<file path="src/source/isa_pkg.sv">
`default_nettype none

package isa_pkg;

   // Major opcode, instr[15:11]
   typedef enum logic [4:0] {
      op_halt  = 5'b00000,
      op_nop   = 5'b00001,
      op_j     = 5'b00100,
      op_addi  = 5'b01000,
      op_xori  = 5'b01010,
      op_beqz  = 5'b01100,
      op_bnez  = 5'b01101,
      op_lbi   = 5'b11000,
      op_shift = 5'b11010,
      op_arith = 5'b11011
   } opcode_e;

   // Function codes, arith group
   localparam logic [1:0] func_add = 2'b00;
   localparam logic [1:0] func_sub = 2'b01;
   localparam logic [1:0] func_xor = 2'b10;
   localparam logic [1:0] func_and = 2'b11;

   // Function codes, shift group
   localparam logic [1:0] func_sll = 2'b00;
   localparam logic [1:0] func_srl = 2'b01;
   localparam logic [1:0] func_rol = 2'b10;
   localparam logic [1:0] func_ror = 2'b11;

   // Field positions
   localparam int opcode_msb = 15;
   localparam int opcode_lsb = 11;
   localparam int rs_msb     = 10;
   localparam int rs_lsb     = 8;
   localparam int rt_msb     = 7;
   localparam int rt_lsb     = 5;
   // R-format destination
   localparam int rd_r_msb   = 4;
   localparam int rd_r_lsb   = 2;
   localparam int func_msb   = 1;
   localparam int func_lsb   = 0;
   // I-format destination sits where rt is in R-format
   localparam int rd_i_msb   = 7;
   localparam int rd_i_lsb   = 5;
   localparam int imm5_msb   = 4;
   localparam int imm5_lsb   = 0;
   localparam int imm8_msb   = 7;
   localparam int imm8_lsb   = 0;
   localparam int imm11_msb  = 10;
   localparam int imm11_lsb  = 0;

endpackage

`default_nettype wire

</file>
<file path="src/source/cpu_pkg.sv">
`default_nettype none

package cpu_pkg;

   // Datapath width
   localparam int data_w = 16;

   // Instruction memory depth in words
   localparam int imem_words = 256;

   // Register index
   typedef logic [2:0] reg_idx_t;

   // ALU operations
   typedef enum logic [3:0] {
      alu_add,
      alu_sub,
      alu_xor,
      alu_and,
      alu_sll,
      alu_srl,
      alu_rol,
      alu_ror,
      alu_pass_b
   } alu_op_e;

   // Next-PC source
   typedef enum logic [1:0] {
      br_none,
      br_beqz,
      br_bnez,
      br_jump
   } branch_e;

   // Decoded control for one instruction
   typedef struct packed {
      alu_op_e  alu_op;
      reg_idx_t dest;
      logic     reg_we;
      branch_e  branch;
      logic     halt;
      logic     illegal;
   } ctrl_t;

   // Per-instruction retire record
   typedef struct packed {
      logic              valid;
      logic [data_w-1:0] pc;
      logic              reg_we;
      reg_idx_t          dest;
      logic [data_w-1:0] data;
   } commit_t;

endpackage

`default_nettype wire

</file>
<file path="src/source/instr_mem.sv">
`timescale 1ns/100ps
`default_nettype none

module instr_mem (
   input  wire logic                       clk,
   input  wire logic [cpu_pkg::data_w-1:0] addr,
   output logic      [cpu_pkg::data_w-1:0] instr,
   input  wire logic                       load_we,
   input  wire logic [7:0]                 load_addr,
   input  wire logic [cpu_pkg::data_w-1:0] load_data
);

   localparam int aw = $clog2(cpu_pkg::imem_words);

   // Program storage, contents come only from the load port
   logic [cpu_pkg::data_w-1:0] mem [cpu_pkg::imem_words];

   // Byte address in, word index is addr[aw:1]
   assign instr = mem[addr[aw:1]];

   // Load port, only active while the core is held in reset
   always_ff @(posedge clk) begin
      if (load_we) begin
         mem[load_addr[aw-1:0]] <= load_data;
      end
   end

endmodule

`default_nettype wire

</file>
<file path="src/source/fetch_unit.sv">
`timescale 1ns/100ps
`default_nettype none

module fetch_unit (
   input  wire logic                       clk,
   input  wire logic                       rst,
   input  wire logic                       hold,
   input  wire cpu_pkg::branch_e           branch,
   input  wire logic                       zero,
   input  wire logic [cpu_pkg::data_w-1:0] instr,
   output logic      [cpu_pkg::data_w-1:0] pc
);

   logic [cpu_pkg::data_w-1:0] pc_inc;
   logic [cpu_pkg::data_w-1:0] br_disp;
   logic [cpu_pkg::data_w-1:0] j_disp;
   logic [cpu_pkg::data_w-1:0] disp;
   logic [cpu_pkg::data_w-1:0] target;
   logic                       taken;
   logic [cpu_pkg::data_w-1:0] next_pc;

   assign pc_inc = pc + cpu_pkg::data_w'(2);

   // Signed displacements, sign-extended by assignment
   assign br_disp = $signed(instr[isa_pkg::imm8_msb:isa_pkg::imm8_lsb]);
   assign j_disp  = $signed(instr[isa_pkg::imm11_msb:isa_pkg::imm11_lsb]);

   // Jumps carry the long field, branches the short one
   assign disp = (branch == cpu_pkg::br_jump) ? j_disp : br_disp;

   // Word displacement, relative to PC+2
   assign target = pc_inc + {disp[cpu_pkg::data_w-2:0], 1'b0};

   // Zero flag reflects Rs passed through the ALU
   always_comb begin
      unique case (branch)
         cpu_pkg::br_beqz: taken = zero;
         cpu_pkg::br_bnez: taken = !zero;
         cpu_pkg::br_jump: taken = 1'b1;
         default:          taken = 1'b0;
      endcase
   end

   always_comb begin
      if (hold) begin
         next_pc = pc;
      end else if (taken) begin
         next_pc = target;
      end else begin
         next_pc = pc_inc;
      end
   end

   always_ff @(posedge clk) begin
      if (rst) begin
         pc <= '0;
      end else begin
         pc <= next_pc;
      end
   end

endmodule

`default_nettype wire

</file>
<file path="src/source/reg_file.sv">
`timescale 1ns/100ps
`default_nettype none

module reg_file (
   input  wire logic                       clk,
   input  wire logic                       rst,
   // Read ports
   input  wire cpu_pkg::reg_idx_t          rs1,
   input  wire cpu_pkg::reg_idx_t          rs2,
   output logic      [cpu_pkg::data_w-1:0] rd1,
   output logic      [cpu_pkg::data_w-1:0] rd2,
   // Write port
   input  wire cpu_pkg::reg_idx_t          ws,
   input  wire logic [cpu_pkg::data_w-1:0] wd,
   input  wire logic                       we
);

   localparam int n_regs = 2 ** $bits(cpu_pkg::reg_idx_t);

   logic [cpu_pkg::data_w-1:0] regs [n_regs];

   // Combinational reads, no bypass
   // A write shows up on the read ports the cycle after
   assign rd1 = regs[rs1];
   assign rd2 = regs[rs2];

   always_ff @(posedge clk) begin
      if (rst) begin
         for (int i = 0; i < n_regs; i++) begin
            regs[i] <= '0;
         end
      end else if (we) begin
         regs[ws] <= wd;
      end
   end

endmodule

`default_nettype wire

</file>
<file path="src/source/instr_decode.sv">
`timescale 1ns/100ps
`default_nettype none

module instr_decode (
   input  wire logic [cpu_pkg::data_w-1:0] instr,
   output cpu_pkg::ctrl_t                  ctrl
);

   isa_pkg::opcode_e opcode;
   logic [1:0]       func;

   assign opcode = isa_pkg::opcode_e'(instr[isa_pkg::opcode_msb:isa_pkg::opcode_lsb]);
   assign func   = instr[isa_pkg::func_msb:isa_pkg::func_lsb];

   always_comb begin
      // Defaults describe a nop
      ctrl.alu_op  = cpu_pkg::alu_add;
      ctrl.dest    = instr[isa_pkg::rd_r_msb:isa_pkg::rd_r_lsb];
      ctrl.reg_we  = 1'b0;
      ctrl.branch  = cpu_pkg::br_none;
      ctrl.halt    = 1'b0;
      ctrl.illegal = 1'b0;

      case (opcode)
         isa_pkg::op_halt: ctrl.halt = 1'b1;
         isa_pkg::op_nop: ;
         // R-format, rd field
         isa_pkg::op_arith: begin
            ctrl.reg_we = 1'b1;
            unique case (func)
               isa_pkg::func_add: ctrl.alu_op = cpu_pkg::alu_add;
               isa_pkg::func_sub: ctrl.alu_op = cpu_pkg::alu_sub;
               isa_pkg::func_xor: ctrl.alu_op = cpu_pkg::alu_xor;
               default:           ctrl.alu_op = cpu_pkg::alu_and;
            endcase
         end
         isa_pkg::op_shift: begin
            ctrl.reg_we = 1'b1;
            unique case (func)
               isa_pkg::func_sll: ctrl.alu_op = cpu_pkg::alu_sll;
               isa_pkg::func_srl: ctrl.alu_op = cpu_pkg::alu_srl;
               isa_pkg::func_rol: ctrl.alu_op = cpu_pkg::alu_rol;
               default:           ctrl.alu_op = cpu_pkg::alu_ror;
            endcase
         end
         // I-format, destination in the rt slot
         isa_pkg::op_addi: begin
            ctrl.dest   = instr[isa_pkg::rd_i_msb:isa_pkg::rd_i_lsb];
            ctrl.reg_we = 1'b1;
         end
         isa_pkg::op_xori: begin
            ctrl.alu_op = cpu_pkg::alu_xor;
            ctrl.dest   = instr[isa_pkg::rd_i_msb:isa_pkg::rd_i_lsb];
            ctrl.reg_we = 1'b1;
         end
         // lbi writes the register named by the rs field
         isa_pkg::op_lbi: begin
            ctrl.alu_op = cpu_pkg::alu_pass_b;
            ctrl.dest   = instr[isa_pkg::rs_msb:isa_pkg::rs_lsb];
            ctrl.reg_we = 1'b1;
         end
         // Rs + 0 through the ALU sets zero for the test
         isa_pkg::op_beqz: ctrl.branch = cpu_pkg::br_beqz;
         isa_pkg::op_bnez: ctrl.branch = cpu_pkg::br_bnez;
         isa_pkg::op_j:    ctrl.branch = cpu_pkg::br_jump;
         default:          ctrl.illegal = 1'b1;
      endcase
   end

endmodule

`default_nettype wire

</file>
<file path="src/source/alu_operand_decode.sv">
`timescale 1ns/100ps
`default_nettype none

module alu_operand_decode (
   input  wire logic [cpu_pkg::data_w-1:0] instr,
   input  wire logic [cpu_pkg::data_w-1:0] rs_val,
   input  wire logic [cpu_pkg::data_w-1:0] rt_val,
   output logic      [cpu_pkg::data_w-1:0] op_a,
   output logic      [cpu_pkg::data_w-1:0] op_b
);

   isa_pkg::opcode_e           opcode;
   logic [cpu_pkg::data_w-1:0] imm5_sx;
   logic [cpu_pkg::data_w-1:0] imm5_zx;
   logic [cpu_pkg::data_w-1:0] imm8_sx;

   assign opcode = isa_pkg::opcode_e'(instr[isa_pkg::opcode_msb:isa_pkg::opcode_lsb]);

   // Signed fields extend with the sign bit, unsigned with zeros
   assign imm5_sx = $signed(instr[isa_pkg::imm5_msb:isa_pkg::imm5_lsb]);
   assign imm5_zx = instr[isa_pkg::imm5_msb:isa_pkg::imm5_lsb];
   assign imm8_sx = $signed(instr[isa_pkg::imm8_msb:isa_pkg::imm8_lsb]);

   // A is always Rs
   assign op_a = rs_val;

   always_comb begin
      case (opcode)
         isa_pkg::op_arith,
         isa_pkg::op_shift: op_b = rt_val;
         isa_pkg::op_addi:  op_b = imm5_sx;
         isa_pkg::op_xori:  op_b = imm5_zx;
         isa_pkg::op_lbi:   op_b = imm8_sx;
         // Branches and everything else add zero
         default:           op_b = '0;
      endcase
   end

endmodule

`default_nettype wire

</file>
<file path="src/source/alu.sv">
`timescale 1ns/100ps
`default_nettype none

module alu (
   input  wire logic [cpu_pkg::data_w-1:0] a,
   input  wire logic [cpu_pkg::data_w-1:0] b,
   input  wire cpu_pkg::alu_op_e           op,
   output logic      [cpu_pkg::data_w-1:0] result,
   output logic                            zero
);

   localparam int dw = cpu_pkg::data_w;

   logic [3:0]      shamt;
   logic [2*dw-1:0] rot_l;
   logic [2*dw-1:0] rot_r;

   // Shift amount from the low bits of B
   assign shamt = b[3:0];

   // Doubled operand, bits shifted out of one copy wrap in from the other
   assign rot_l = {a, a} << shamt;
   assign rot_r = {a, a} >> shamt;

   always_comb begin
      unique case (op)
         cpu_pkg::alu_add: begin
            result = a + b;
         end
         cpu_pkg::alu_sub: begin
            result = a - b;
         end
         cpu_pkg::alu_xor: begin
            result = a ^ b;
         end
         cpu_pkg::alu_and: begin
            result = a & b;
         end
         cpu_pkg::alu_sll: begin
            result = a << shamt;
         end
         // Logical, zero fill
         cpu_pkg::alu_srl: begin
            result = a >> shamt;
         end
         // Upper half after left rotate
         cpu_pkg::alu_rol: begin
            result = rot_l[2*dw-1:dw];
         end
         // Lower half after right rotate
         cpu_pkg::alu_ror: begin
            result = rot_r[dw-1:0];
         end
         cpu_pkg::alu_pass_b: begin
            result = b;
         end
         default: begin
            result = '0;
         end
      endcase
   end

   // Flag on the result, used by beqz and bnez
   assign zero = (result == '0);

endmodule

`default_nettype wire

</file>
<file path="src/source/proc.sv">
`timescale 1ns/100ps
`default_nettype none

module proc (
   input  wire logic                       clk,
   input  wire logic                       rst,
   // Program load port for use during reset
   input  wire logic                       prog_we,
   input  wire logic [7:0]                 prog_addr,
   input  wire logic [cpu_pkg::data_w-1:0] prog_data,
   // Status
   output cpu_pkg::commit_t                commit,
   output logic                            halted,
   output logic                            err
);

   logic [cpu_pkg::data_w-1:0] pc;
   logic [cpu_pkg::data_w-1:0] instr;
   cpu_pkg::ctrl_t             ctrl;
   logic [cpu_pkg::data_w-1:0] rf_rd1;
   logic [cpu_pkg::data_w-1:0] rf_rd2;
   logic [cpu_pkg::data_w-1:0] alu_a;
   logic [cpu_pkg::data_w-1:0] alu_b;
   logic [cpu_pkg::data_w-1:0] alu_out;
   logic                       alu_zero;
   logic                       stop;
   logic                       rf_we;

   // Halt and illegal both stop the core
   assign stop = ctrl.halt | ctrl.illegal;

   // Fetch
   fetch_unit fetch (
      .clk   (clk),
      .rst   (rst),
      .hold  (halted | stop),
      .branch(ctrl.branch),
      .zero  (alu_zero),
      .instr (instr),
      .pc    (pc)
   );

   // Loads only land while reset is asserted
   instr_mem imem (
      .clk      (clk),
      .addr     (pc),
      .instr    (instr),
      .load_we  (prog_we & rst),
      .load_addr(prog_addr),
      .load_data(prog_data)
   );

   // Decode
   instr_decode dec (
      .instr(instr),
      .ctrl (ctrl)
   );

   // Write back straight from the ALU
   assign rf_we = ctrl.reg_we & !halted;

   reg_file rf (
      .clk(clk),
      .rst(rst),
      .rs1(instr[isa_pkg::rs_msb:isa_pkg::rs_lsb]),
      .rs2(instr[isa_pkg::rt_msb:isa_pkg::rt_lsb]),
      .rd1(rf_rd1),
      .rd2(rf_rd2),
      .ws (ctrl.dest),
      .wd (alu_out),
      .we (rf_we)
   );

   // Execute
   alu_operand_decode aopd (
      .instr (instr),
      .rs_val(rf_rd1),
      .rt_val(rf_rd2),
      .op_a  (alu_a),
      .op_b  (alu_b)
   );

   alu alu_i (
      .a     (alu_a),
      .b     (alu_b),
      .op    (ctrl.alu_op),
      .result(alu_out),
      .zero  (alu_zero)
   );

   // Retire record with dest and data zeroed when nothing is written
   // Nothing retires while reset is held
   assign commit.valid  = !rst & !halted & !stop;
   assign commit.pc     = pc;
   assign commit.reg_we = rf_we;
   assign commit.dest   = rf_we ? ctrl.dest : '0;
   assign commit.data   = rf_we ? alu_out : '0;

   // Sticky status flags that only reset clears
   always_ff @(posedge clk) begin
      if (rst) begin
         halted <= 1'b0;
         err    <= 1'b0;
      end else if (!halted && stop) begin
         halted <= 1'b1;
         err    <= ctrl.illegal;
      end
   end

endmodule

`default_nettype wire

</file>
<file path="config.mk">
export PLATFORM = sky130hd
export DESIGN_NAME = proc
export DESIGN_NICKNAME = d
export VERILOG_FILES = /design/src/source/isa_pkg.sv /design/src/source/cpu_pkg.sv /design/src/source/instr_mem.sv /design/src/source/fetch_unit.sv /design/src/source/reg_file.sv /design/src/source/instr_decode.sv /design/src/source/alu_operand_decode.sv /design/src/source/alu.sv /design/src/source/proc.sv
export SDC_FILE = /design/constraint.sdc
export NUM_CORES = 2
export LEC_CHECK = 0
export BUFFER_PORTS_ARGS = -buffer_cell sky130_fd_sc_hd__buf_4
export CORE_UTILIZATION = 50
export CTS_CLUSTER_SIZE = 8
export DETAILED_ROUTE_END_ITERATION = 8
export PLACE_DENSITY = 0.63
export SLEW_MARGIN = 25
export SYNTH_ARGS = -nofsm -noshare
export SYNTH_HDL_FRONTEND = slang
export SYNTH_MEMORY_MAX_BITS = 65536
export SYNTH_SLANG_ARGS = --single-unit
</file>
<file path="constraint.sdc">
create_clock -name clk -period 16.1 [get_ports clk]
set_input_delay 3.22 -clock clk [delete_from_list [all_inputs] [get_ports clk]]
set_output_delay 3.22 -clock clk [all_outputs]
set_load 0.02 [all_outputs]
</file>
==> impl_metrics.json <==
{
  "cp.arrival_ns": 12.26,
  "final_cells": 13910,
  "grt_util_met1_pct": 43.00,
  "drv_cap": 0,
  "routedWlPerCell_microns": 39.19,
  "layout-drive-gt1-share_pct": 27.07,
  "antenna_left": 0,
  "nets": 9312,
  "rsz0062_at_grt": "no",
  "finalWeightedCongestion": 0.9424,
  "clock_sinks": 4249,
  "setup_viol": 0,
  "grt_pass1_vias": 93210,
  "critPathMaxFanout": 97,
  "numCtsBuffers": 603,
  "slew_headroom_pct": 22.45,
  "top_usage_layer": "met2",
  "syn_nets": 8701,
  "post_cts_buffers": 0,
  "met2_usage_pct": 47.22,
  "firstDrtPassIters": 8,
  "wirelength_microns": 545000,
  "cpMostUsedCell": "o21ai_0",
  "syn_avg_cell_area_sq_um": 19.86,
  "clk_pin_slew_ns": 0.05,
  "timing.fmax_mhz": 64.59,
  "avgViaCountPerCell": 6.811,
  "hold_class": "register to register",
  "yosys_warnings": 0,
  "place_inst": 13160,
  "die_w_microns": 587.3,
  "cp-end-kind": "primary output",
  "crit_buf_inv": 7,
  "port_buffers": 64,
  "die_area_sq_um": 345000,
  "ctsHoldBuffers": 0,
  "grt_overflow": 0,
  "min_period_ns": 15.48,
  "ys_seq_area_share_pct": 74.34,
  "grt_pass1_wl_microns": 751900,
  "power_density_nw_per_um2": 196.2,
  "synth_top_flop_cell": "edfxtp_1",
  "use_met3_pct": 8.364,
  "synth_edf_count": 4224,
  "drc": 0,
  "areaGrowthSynthToFinish_pct": 14.54,
  "cts_tree": "yes",
  "final-max-slew-violation-count": 0,
  "core-area_sq_um": 340300,
  "io_pins": 66,
  "hpwl_microns": 332800,
  "drt-initial-drc-count": 14560,
  "hold_viol_final": 0,
  "critPathKind": "register to primary output",
  "worst_slew_pin_slew_ns": 1.163,
  "cts_resized": 0,
  "antenna_found_initial": 36,
  "worstSkewPairLatency_ns": 1.05,
  "cts-root-buf": "clkbuf_16",
  "syn_area_sq_um": 171300,
  "tns_ns": 0,
  "die_height_microns": 587.3,
  "fin_crit_sh_pct": 96.17,
  "crit_path_top_delay_cell": "dfxtp_4",
  "grt_max_degree": 153,
  "syn_inst": 8624,
  "track_usage_pct": 31.39,
  "total_leakage_power_uw": 0.06109,
  "dr_total_vias": 94720,
  "synth_seq_cells": 4249,
  "skew_ns": 0.06172,
  "peakVddDrop_mv": 0.4522,
  "status": "completed",
  "synth-async-reset-ratio_pct": 0,
  "startpoint_type": "register",
  "ctsHtreeMaxLevel": 6,
  "max_stage_delay_ns": 0.88,
  "crit_required_ns": 12.88,
  "initial_core_util_pct": 50.34,
  "fp-row-count": 214,
  "cts_buffer_depth": 4,
  "critical_path.top_delay_family": "compound AO/OA/AOI/OAI gates",
  "yosysUniqueCellTypes": 104
}
## area by class of cell
type,instances,area [sq um]
Sequential cell,4249,127400
Tap cell,4536,5675
Clock buffer,667,15520
Fill cell,24690,144100
Antenna cell,24,60.06
Timing Repair Buffer,506,4205
Multi-Input combinational cell,3812,42160
Clock inverter,50,994.7
Inverter,63,240.2
## state kept, by name (all words and copies together) (netlist names), named ones only
name / flops
imem.mem: 4096
halted: 1
fetch.pc: 15
rf.regs: 128
err: 1
## layout by cell type (no fill, tap or decap), types with 18 or more instances in the layout
cell type	Yosys	routed
buf_4	66	460
and3_1	21	21
buf_12	0	18
inv_1	50	49
o22ai_1	72	71
nand2_1	231	222
xnor2_1	39	39
nor2_1	527	297
nand2b_1	26	24
nor2_4	0	67
mux2_2	65	65
a211oi_1	45	43
mux2i_1	541	539
a31oi_1	29	26
edfxtp_1	4224	4224
nor3_1	68	67
diode_2	0	24
a21oi_1	158	156
nor2b_1	93	82
clkbuf_16	0	612
and2_1	40	40
nor2_2	1	164
ha_1	48	48
nor4_1	28	23
mux4_2	952	952
nand3_1	116	114
o211ai_1	33	33
a21o_1	20	20
a22o_1	24	24
o21ai_0	70	69
nand4_1	39	39
a22oi_1	213	213
a221oi_1	30	30
clkbuf_1	176	55
## per-stage QoR
stage	worst slack [ns]	power (uW)	cell area, sq um	hold WS [ns]	util [%]
finish	0.6169	38500	196200	0.5620	57.66
detailed placement	2.016	26950	179500	0.5574	52.75
floorplan	4.958	21540	171300	0.5437	-
global route	0.2688	39580	196200	0.6082	57.65
CTS	0.8381	38260	196000	0.5646	57.60
global placement	1.300	26950	179300	0.5334	52.70
## synth_stat cells (65+ instances only)
cell type / n / share of area [%]
a22oi_1: 213 / 0.93
clkbuf_1: 176 / 0.39
edfxtp_1: 4224 / 74
buf_4: 66 / 0.29
a21oi_1: 158 / 0.46
o22ai_1: 72 / 0.26
mux4_2: 952 / 13
mux2_2: 65 / 0.43
buf_2: 168 / 0.49
mux2i_1: 541 / 3.2
o21ai_0: 70 / 0.20
nor2b_1: 93 / 0.34
nand3_1: 116 / 0.34
nand2_1: 231 / 0.51
nor3_1: 68 / 0.20
nor2_1: 527 / 1.2
## final timing paths
check | startpoint | endpoint | slack (ns) | cells past startpoint
setup / recovery | register | commit[15] | 0.62 | 34
hold / removal | fetch.pc[15] | fetch.pc[15] | 0.56 | 2
setup reg to reg | register | fetch.pc[2] | 2.42 | 37
hold reg to reg | fetch.pc[15] | fetch.pc[15] | 0.56 | 2
## where the power goes
part	switching [uW]	internal (uW)	total, uW
clock	4580	6790	11400
sequential	140	12300	12400
combinational	9620	5080	14700
## logic make-up (layout without fill, tap and decap cells)
family	count (synthesis)	after routing	synth area share, %
XOR/XNOR	49	49	0.2615
other	1	25	0.002189
AND/OR/NAND/NOR	1273	1273	3.499
buffers and inverters	563	1286	1.749
flip-flops	4249	4249	74.34
multiplexers	1559	1559	16.11
adder cells (fa/ha/maj)	50	50	0.3740
AO/OA/AOI/OAI	880	880	3.669
## worst reg2reg max path, delay by kind of cell (launching register included)
| family | cells | cell delay, ns |
|---|---|---|
| compound gates | 16 | 5.43 |
| mux | 2 | 0.54 |
| buf+inv | 5 | 2.89 |
| flops | 1 | 0.88 |
| fa+ha+maj | 2 | 0.70 |
| xor+xnor | 3 | 0.63 |
| simple gates | 9 | 2.37 |
## per-layer routing
layer / up-vias / wire length [microns]
met5: - / 128
met4: 16 / 29970
met3: 1277 / 64550
met2: 6355 / 247000
met1: 50270 / 203300
li1: 36800 / -
(Power assumes the default switching activity.)
